### config.mk
export PLATFORM = sky130hd
export DESIGN_NAME = phy_ft_top
export DESIGN_NICKNAME = d
export VERILOG_FILES = /design/src/logic/eth_pkg.sv /design/src/logic/ft_pkg.sv /design/src/logic/gmii_if.sv /design/src/logic/link_qualifier.sv /design/src/logic/failover_ctrl.sv /design/src/logic/gmii_crossbar.sv /design/src/logic/phy_ft_top.sv
export SDC_FILE = /design/constraint.sdc
export NUM_CORES = 1
export LEC_CHECK = 0
export BUFFER_PORTS_ARGS = -buffer_cell sky130_fd_sc_hd__buf_2
export CAP_MARGIN = 20
export CORE_MARGIN = 3
export CORE_UTILIZATION = 50
export DETAILED_ROUTE_END_ITERATION = 6
export GPL_TIMING_DRIVEN = 0
export PLACE_DENSITY = 0.82
export SETUP_SLACK_MARGIN = 0.2
export SLEW_MARGIN = 20
export SYNTH_ARGS = -nofsm -noshare
export SYNTH_HDL_FRONTEND = slang
export SYNTH_SLANG_ARGS = --single-unit
### constraint.sdc
create_clock -name clk_i -period 4.86 [get_ports clk_i]
set_input_delay 0.972 -clock clk_i [delete_from_list [all_inputs] [get_ports clk_i]]
set_output_delay 0.972 -clock clk_i [all_outputs]
set_load 0.005 [all_outputs]
### src/logic/eth_pkg.sv
package eth_pkg;

	//////////////////////////////////////////////////////////////
	// GMII byte lane

	// One data byte per clock on rxd/txd
	typedef logic [7:0] gmii_byte_t;

	//////////////////////////////////////////////////////////////
	// Speed codes

	// Same encoding as the PHY speed status bits
	// Code 3 is reserved and never reported
	typedef enum logic [1:0] {
		SPEED_10   = 2'd0,
		SPEED_100  = 2'd1,
		SPEED_1000 = 2'd2
	} speed_t;

endpackage

### src/logic/ft_pkg.sv
package ft_pkg;

	//////////////////////////////////////////////////////////////
	// Redundant port set

	// Two PHYs, one of them carries traffic at a time
	localparam int unsigned PHY_PORT_NUM = 2;

	// Index of the active PHY port
	typedef logic [$clog2(PHY_PORT_NUM)-1:0] port_idx_t;

	//////////////////////////////////////////////////////////////
	// Link qualification

	// Cycles the raw link level must stay high before it counts,
	// long enough to ride out autonegotiation bounces
	localparam int unsigned DEFAULT_LINK_HOLD = 16;

endpackage

### src/logic/gmii_if.sv
`timescale 1ns/100ps

// One GMII lane in one direction
interface gmii_if;

	// Byte data
	eth_pkg::gmii_byte_t data;
	// rx_dv on receive, tx_en on transmit
	logic valid;
	// rx_er or tx_er
	logic err;
	// Carrier sense and collision, receive lanes only
	logic crs;
	logic col;

	// Consumer side of the lane
	modport mac (
		input data,
		input valid,
		input err,
		input crs,
		input col
	);

	// Producer side of the lane
	modport phy (
		output data,
		output valid,
		output err,
		output crs,
		output col
	);

endinterface

### src/logic/link_qualifier.sv
`timescale 1ns/100ps

module link_qualifier #(
	parameter int unsigned LINK_HOLD_CYCLES = ft_pkg::DEFAULT_LINK_HOLD
) (
	input  logic            clk_i,
	input  logic            rst_n_i,
	input  logic            raw_up_i,
	input  eth_pkg::speed_t raw_speed_i,
	output logic            up_o,
	output eth_pkg::speed_t speed_o
);

	// Count to HOLD-1, the qualifying sample is the one after that
	localparam int unsigned CNT_W = (LINK_HOLD_CYCLES > 1) ? $clog2(LINK_HOLD_CYCLES) : 1;
	localparam logic [CNT_W-1:0] HOLD_MAX = CNT_W'(LINK_HOLD_CYCLES - 1);

	logic [CNT_W-1:0] hold_cnt;
	logic             hold_done;
	logic             up_q;
	eth_pkg::speed_t  speed_q;

	assign hold_done = (hold_cnt == HOLD_MAX);

	always_ff @(posedge clk_i or negedge rst_n_i) begin
		if (!rst_n_i) begin
			hold_cnt <= '0;
			up_q     <= 1'b0;
			speed_q  <= eth_pkg::SPEED_10;
		end else if (!raw_up_i) begin
			// Any low sample restarts the hold time
			hold_cnt <= '0;
			up_q     <= 1'b0;
		end else begin
			// Saturate once the hold value is reached
			if (!hold_done) begin
				hold_cnt <= hold_cnt + 1'b1;
			end
			// Speed is only trusted once the link has settled
			if (hold_done && !up_q) begin
				up_q    <= 1'b1;
				speed_q <= raw_speed_i;
			end
		end
	end

	assign up_o    = up_q;
	assign speed_o = speed_q;

endmodule

### src/logic/failover_ctrl.sv
`timescale 1ns/100ps

module failover_ctrl (
	input  logic               clk_i,
	input  logic               rst_n_i,
	input  logic               up_i [ft_pkg::PHY_PORT_NUM],
	input  eth_pkg::speed_t    speed_i [ft_pkg::PHY_PORT_NUM],
	input  logic               mac_tx_busy_i,
	input  logic               phy_rx_busy_i [ft_pkg::PHY_PORT_NUM],
	output ft_pkg::port_idx_t  active_port_o,
	output logic               link_up_o,
	output eth_pkg::speed_t    speed_o,
	output logic               link_change_o
);

	ft_pkg::port_idx_t active_q;
	ft_pkg::port_idx_t standby;
	ft_pkg::port_idx_t active_nxt;
	logic              medium_idle;
	logic              switch_ok;
	logic              link_up_nxt;
	eth_pkg::speed_t   speed_nxt;
	logic              link_up_q;
	eth_pkg::speed_t   speed_q;
	logic              link_change_q;

	////////////////////////////////////////////////////////////
	// Switch decision

	always_comb begin
		standby = ~active_q;
		// No frame in flight in either direction on the active port
		medium_idle = !mac_tx_busy_i && !phy_rx_busy_i[active_q];
		// Only move away from a dead link, and only onto a live one
		switch_ok   = !up_i[active_q] && up_i[standby] && medium_idle;
		active_nxt  = switch_ok ? standby : active_q;
		// Report the port that will be active after this edge
		link_up_nxt = up_i[active_nxt];
		speed_nxt   = speed_i[active_nxt];
	end

	////////////////////////////////////////////////////////////
	// Registered state and reporting

	always_ff @(posedge clk_i or negedge rst_n_i) begin
		if (!rst_n_i) begin
			active_q      <= '0;
			link_up_q     <= 1'b0;
			speed_q       <= eth_pkg::SPEED_10;
			link_change_q <= 1'b0;
		end else begin
			// No switch back, the new port stays until it fails itself
			active_q      <= active_nxt;
			link_up_q     <= link_up_nxt;
			speed_q       <= speed_nxt;
			// Pulse together with the new reported values
			link_change_q <= (link_up_nxt != link_up_q) || switch_ok;
		end
	end

	assign active_port_o = active_q;
	assign link_up_o     = link_up_q;
	assign speed_o       = speed_q;
	assign link_change_o = link_change_q;

endmodule

### src/logic/gmii_crossbar.sv
`timescale 1ns/100ps

module gmii_crossbar (
	input  logic                clk_i,
	input  logic                rst_n_i,
	input  ft_pkg::port_idx_t   active_port_i,
	gmii_if.mac                 phy0_rx,
	gmii_if.mac                 phy1_rx,
	gmii_if.phy                 mac_rx,
	gmii_if.mac                 mac_tx,
	output eth_pkg::gmii_byte_t phy0_txd_o,
	output eth_pkg::gmii_byte_t phy1_txd_o,
	output logic                phy0_txen_o,
	output logic                phy1_txen_o,
	output logic                phy0_txer_o,
	output logic                phy1_txer_o
);

	// High while port 0 is the active one
	logic sel0;

	assign sel0 = (active_port_i == ft_pkg::port_idx_t'(0));

	////////////////////////////////////////////////////////////
	// Receive, active PHY to MAC

	always_ff @(posedge clk_i or negedge rst_n_i) begin
		if (!rst_n_i) begin
			mac_rx.data  <= '0;
			mac_rx.valid <= 1'b0;
			mac_rx.err   <= 1'b0;
			mac_rx.crs   <= 1'b0;
			mac_rx.col   <= 1'b0;
		end else if (sel0) begin
			mac_rx.data  <= phy0_rx.data;
			mac_rx.valid <= phy0_rx.valid;
			mac_rx.err   <= phy0_rx.err;
			mac_rx.crs   <= phy0_rx.crs;
			mac_rx.col   <= phy0_rx.col;
		end else begin
			mac_rx.data  <= phy1_rx.data;
			mac_rx.valid <= phy1_rx.valid;
			mac_rx.err   <= phy1_rx.err;
			mac_rx.crs   <= phy1_rx.crs;
			mac_rx.col   <= phy1_rx.col;
		end
	end

	////////////////////////////////////////////////////////////
	// Transmit, MAC to active PHY only

	// Standby PHY sees an idle lane, all zeros
	always_ff @(posedge clk_i or negedge rst_n_i) begin
		if (!rst_n_i) begin
			phy0_txd_o  <= '0;
			phy0_txen_o <= 1'b0;
			phy0_txer_o <= 1'b0;
			phy1_txd_o  <= '0;
			phy1_txen_o <= 1'b0;
			phy1_txer_o <= 1'b0;
		end else begin
			phy0_txd_o  <= sel0 ? mac_tx.data : '0;
			phy0_txen_o <= sel0 & mac_tx.valid;
			phy0_txer_o <= sel0 & mac_tx.err;
			phy1_txd_o  <= sel0 ? '0 : mac_tx.data;
			phy1_txen_o <= ~sel0 & mac_tx.valid;
			phy1_txer_o <= ~sel0 & mac_tx.err;
		end
	end

endmodule

### src/logic/phy_ft_top.sv
`timescale 1ns/100ps

module phy_ft_top #(
	parameter int unsigned LINK_HOLD_CYCLES = ft_pkg::DEFAULT_LINK_HOLD
) (
	input  logic                clk_i,
	input  logic                rst_n_i,

	// PHY port 0
	input  eth_pkg::gmii_byte_t p0_rxd_i,
	input  logic                p0_rxdv_i,
	input  logic                p0_rxer_i,
	input  logic                p0_crs_i,
	input  logic                p0_col_i,
	input  logic                p0_up_i,
	input  eth_pkg::speed_t     p0_speed_i,
	output eth_pkg::gmii_byte_t p0_txd_o,
	output logic                p0_txen_o,
	output logic                p0_txer_o,

	// PHY port 1
	input  eth_pkg::gmii_byte_t p1_rxd_i,
	input  logic                p1_rxdv_i,
	input  logic                p1_rxer_i,
	input  logic                p1_crs_i,
	input  logic                p1_col_i,
	input  logic                p1_up_i,
	input  eth_pkg::speed_t     p1_speed_i,
	output eth_pkg::gmii_byte_t p1_txd_o,
	output logic                p1_txen_o,
	output logic                p1_txer_o,

	// MAC side
	input  eth_pkg::gmii_byte_t mac_txd_i,
	input  logic                mac_txen_i,
	input  logic                mac_txer_i,
	output eth_pkg::gmii_byte_t mac_rxd_o,
	output logic                mac_rxdv_o,
	output logic                mac_rxer_o,
	output logic                mac_crs_o,
	output logic                mac_col_o,

	// Link status towards the MAC
	output ft_pkg::port_idx_t   active_port_o,
	output logic                link_up_o,
	output eth_pkg::speed_t     speed_o,
	output logic                link_change_o
);

	logic            qual_up [ft_pkg::PHY_PORT_NUM];
	eth_pkg::speed_t qual_speed [ft_pkg::PHY_PORT_NUM];
	logic            rx_busy [ft_pkg::PHY_PORT_NUM];

	gmii_if phy0_rx_if ();
	gmii_if phy1_rx_if ();
	gmii_if mac_rx_if ();
	gmii_if mac_tx_if ();

	////////////////////////////////////////////////////////////
	// Bundle the plain ports

	assign phy0_rx_if.data  = p0_rxd_i;
	assign phy0_rx_if.valid = p0_rxdv_i;
	assign phy0_rx_if.err   = p0_rxer_i;
	assign phy0_rx_if.crs   = p0_crs_i;
	assign phy0_rx_if.col   = p0_col_i;

	assign phy1_rx_if.data  = p1_rxd_i;
	assign phy1_rx_if.valid = p1_rxdv_i;
	assign phy1_rx_if.err   = p1_rxer_i;
	assign phy1_rx_if.crs   = p1_crs_i;
	assign phy1_rx_if.col   = p1_col_i;

	assign mac_tx_if.data  = mac_txd_i;
	assign mac_tx_if.valid = mac_txen_i;
	assign mac_tx_if.err   = mac_txer_i;
	// No carrier or collision on the transmit lane
	assign mac_tx_if.crs   = 1'b0;
	assign mac_tx_if.col   = 1'b0;

	assign mac_rxd_o  = mac_rx_if.data;
	assign mac_rxdv_o = mac_rx_if.valid;
	assign mac_rxer_o = mac_rx_if.err;
	assign mac_crs_o  = mac_rx_if.crs;
	assign mac_col_o  = mac_rx_if.col;

	assign rx_busy[0] = p0_rxdv_i;
	assign rx_busy[1] = p1_rxdv_i;

	////////////////////////////////////////////////////////////
	// Link qualification per PHY

	link_qualifier #(.LINK_HOLD_CYCLES(LINK_HOLD_CYCLES)) i_link_qualifier_0 (
		.clk_i      (clk_i),
		.rst_n_i    (rst_n_i),
		.raw_up_i   (p0_up_i),
		.raw_speed_i(p0_speed_i),
		.up_o       (qual_up[0]),
		.speed_o    (qual_speed[0])
	);

	link_qualifier #(.LINK_HOLD_CYCLES(LINK_HOLD_CYCLES)) i_link_qualifier_1 (
		.clk_i      (clk_i),
		.rst_n_i    (rst_n_i),
		.raw_up_i   (p1_up_i),
		.raw_speed_i(p1_speed_i),
		.up_o       (qual_up[1]),
		.speed_o    (qual_speed[1])
	);

	////////////////////////////////////////////////////////////
	// Port choice and data path

	failover_ctrl i_failover_ctrl (
		.clk_i        (clk_i),
		.rst_n_i      (rst_n_i),
		.up_i         (qual_up),
		.speed_i      (qual_speed),
		.mac_tx_busy_i(mac_txen_i),
		.phy_rx_busy_i(rx_busy),
		.active_port_o(active_port_o),
		.link_up_o    (link_up_o),
		.speed_o      (speed_o),
		.link_change_o(link_change_o)
	);

	gmii_crossbar i_gmii_crossbar (
		.clk_i        (clk_i),
		.rst_n_i      (rst_n_i),
		.active_port_i(active_port_o),
		.phy0_rx      (phy0_rx_if.mac),
		.phy1_rx      (phy1_rx_if.mac),
		.mac_rx       (mac_rx_if.phy),
		.mac_tx       (mac_tx_if.mac),
		.phy0_txd_o   (p0_txd_o),
		.phy1_txd_o   (p1_txd_o),
		.phy0_txen_o  (p0_txen_o),
		.phy1_txen_o  (p1_txen_o),
		.phy0_txer_o  (p0_txer_o),
		.phy1_txer_o  (p1_txer_o)
	);

endmodule

==> run_results.csv <==
group,metric,value,unit
route,route.detailed.drc,0,
flow_run,max-cap-violations,0,
cts,cts_setup_buffers,0,
finish,n_antenna_cell,0,
yosys,yosys.cell_types.count,24,
worst_hold_path,min_delay_path_depth,1,
cts,clkLatencyLatePin,0.29,ns
global_routing,grt_pass1_wl,5790,um
timing,maxSlewViolCount,0,
route,vias_per_cell,5.05,
route,drtIter0Drc,89,
setup_path,r2r_start,"i_link_qualifier_0.up_o$_DFFE_PN0P_",
route,wl_per_cell,13.9,um
timing,skew,0.00211,ns
global_routing,grt_usage,0.174,
placed_design,place_inst,265,
yosys,ys_seq_area_frac,0.671,
cts,clk_path_buf_depth,2,
timing,grt_setup_unrepaired,"no",
yosys,syn_area,0.00190,mm2
finish,final_cells,273,
floorplan,die_w,67.7,um
finish,fin_nets,270,
cts,clock-sinks,51,
setup_path,critPathMaxStageDelay,0.50,ns
setup_path,reg2reg_slack,3.05,ns
floorplan,start_util,0.544,
power,ir_drop,0.000206,V
finish,n_fill_cell,279,
setup_path,endpoint_kind,"register",
yosys,synth_edf_count,0,
global_routing,antenna_found_initial,0,
route,firstDrtPassIters,5,
power,pwr_density_cell,321,mW/mm2
power,power.total,782,uW
finish,fin_area,0.00244,mm2
global_routing,grt_pass1_vias,1247,
placed_design,dp_slack,2.52,ns
timing,min_period_over_period,0.417,
timing,finalHoldViolCount,0,
cts,hold_buffers,0,
timing,fin_ws,2.83,ns
worst_hold_path,hold_start,"i_link_qualifier_0.speed_o[0]$_DFFE_PN0P_",
timing,period_minus_slack,2.03,ns
timing,setup-violations-final,0,
cts,htreeDepth,2,
setup_path,crit_start,"p1_rxdv_i",
floorplan,die_y,67.7,um
yosys,netlist_instances,141,
setup_path,worst-setup-path-type,"input port to register",
route,vias,1378,
finish,final_cell_mix,"buf_2 (78), dfrtp_1 (51), mux2_2 (18)",
global_routing,grt_max_degree,52,
route,ant_nets,0,
setup_path,timing.rr.end,"i_failover_ctrl.speed_o[1]$_DFF_PN0_",
route,finalWirelength,3790,um
yosys,synth_nets,185,
timing,holdWs,0.512,ns
setup_path,path_max_fanout,4,
setup_path,arrival,2.21,ns
status,outcome,"finished clean",
yosys,synth_warnings,0,
worst_hold_path,min_to,"i_failover_ctrl.speed_o[0]$_DFF_PN0_",
floorplan,dieArea,0.00458,mm2
cts,root_buffer,"clkbuf_8",
yosys,synthFlopType,"dfrtp_1",
finish,utilization,0.697,
cts,cts.reportedPaths.clkPinSlew,0.08,ns
global_routing,grt_overflow,0,
cts,postCtsResizedCells,0,
setup_path,crit_path_cell_trace,"buf_2, or4_1, a32oi_2, mux2_2",
finish,drive_gt1_frac,0.471,
finish,areaGrowthSynthToFinish,28.2,%
cts,cts_tree,"yes",
setup_path,critPathBufInv,1,
setup_path,critical_path.top_delay_family,"simple AND/OR/NAND/NOR gates",
timing,worstMarginPinSlew,0.611,ns
placed_design,gp_congestion,0.748,
setup_path,cpMaxStageDelayCell,"or4_1",
timing,fmax,493,MHz
placed_design,portBuffers,78,
setup_path,r2r_cells,4,
floorplan,coreArea,0.00349,mm2
yosys,syn_avg_cell_area,13.5,um2
cts,cts_made_buffers,5,
timing,slew_headroom,0.593,
floorplan,io_pins,79,
worst_hold_path,hp-class,"register to register",
placed_design,dp_hpwl,2810,um
timing,setup_tns,0,ns
yosys,async_flop_share,1.00,
power,leakage,1.27,nW
placed_design,placed_area,0.00235,mm2
floorplan,num_rows,21,
yosys,synth-seq-cells,51,
finish,final_common_cell,"buf_2",
setup_path,cp.required,5.04,ns
setup_path,cp-start-kind,"input port",
[worst max-delay path by stage]
stage                     depth (start not counted)                                    to  slack [ns]
after floorplan                                   3  i_failover_ctrl.speed_o[0]$_DFF_PN0_        2.73
after global placement                            4  i_failover_ctrl.speed_o[1]$_DFF_PN0_        2.56
after detailed placement                          4  i_failover_ctrl.speed_o[1]$_DFF_PN0_        2.52
after CTS                                         4  i_failover_ctrl.speed_o[1]$_DFF_PN0_        2.83
after global routing                              4  i_failover_ctrl.speed_o[1]$_DFF_PN0_        2.78
final                                             4  i_failover_ctrl.speed_o[1]$_DFF_PN0_        2.83
[cells in the mapped netlist, types with 2 or more instances]
| master | n | area, um2 |
|---|---|---|
| dfrtp_1 | 51 | 1280 |
| mux2_2 | 18 | 203 |
| and2_1 | 10 | 62.6 |
| nor2b_1 | 10 | 62.6 |
| inv_1 | 6 | 22.5 |
| nor2_1 | 6 | 22.5 |
| o21ai_0 | 5 | 25.0 |
| nand2_1 | 4 | 15.0 |
| nand3_1 | 4 | 20.0 |
| nor3_1 | 4 | 20.0 |
| a211oi_1 | 3 | 22.5 |
| a21oi_1 | 3 | 15.0 |
| a31oi_1 | 2 | 12.5 |
| clkbuf_1 | 2 | 7.51 |
| ha_1 | 2 | 25.0 |
| mux2i_1 | 2 | 20.0 |
| xnor2_1 | 2 | 17.5 |
[final cells by class]
type / count / area, um2 / share of cell area
Multi-Input combinational cell: 79 / 582 / 0.239
Sequential cell: 51 / 1280 / 0.524
Tap cell: 46 / 57.6 / 0.0236
Timing Repair Buffer: 78 / 393 / 0.161
Inverter: 7 / 26.3 / 0.0108
Clock buffer: 6 / 72.6 / 0.0298
Clock inverter: 2 / 12.5 / 0.00514
Buffer: 4 / 16.3 / 0.00668
[per-layer routing]
metal	vias up	wire length [um]	GRT usage
met5	-	0	0
li1	644	-	-
met1	662	1560	0.224
met4	0	126	0.114
met3	11	291	0.0383
met2	61	1820	0.261
[registers in the layout (all words and copies together), names as in the netlist, 2 cells and up]
name,flops
i_gmii_crossbar.phy0_txd_o,8
i_link_qualifier_1.speed_o,2
i_link_qualifier_1.hold_cnt,4
i_link_qualifier_0.hold_cnt,4
i_link_qualifier_0.speed_o,2
i_gmii_crossbar.mac_rx.data,8
i_failover_ctrl.speed_o,2
i_gmii_crossbar.phy1_txd_o,8
[cells by family after synthesis]
group,count (synthesis),share of synthesized area
xor gates and xnor gates,2,0.00922
AOI/OAI and AO/OA,15,0.0520
DFF,51,0.671
and+or+nand+nor,40,0.115
muxes,20,0.117
buffers and inverters,11,0.0224
adders and majority gates,2,0.0132
[where the power goes]
part | leakage [nW] | switching, mW | internal, mW
combinational | 0.579 | 0.0436 | 0.0482
sequential | 0.650 | 0.00956 | 0.450
clock | 0.0412 | 0.129 | 0.101
total | 1.27 | 0.182 | 0.599
(Power assumes the default switching activity.)
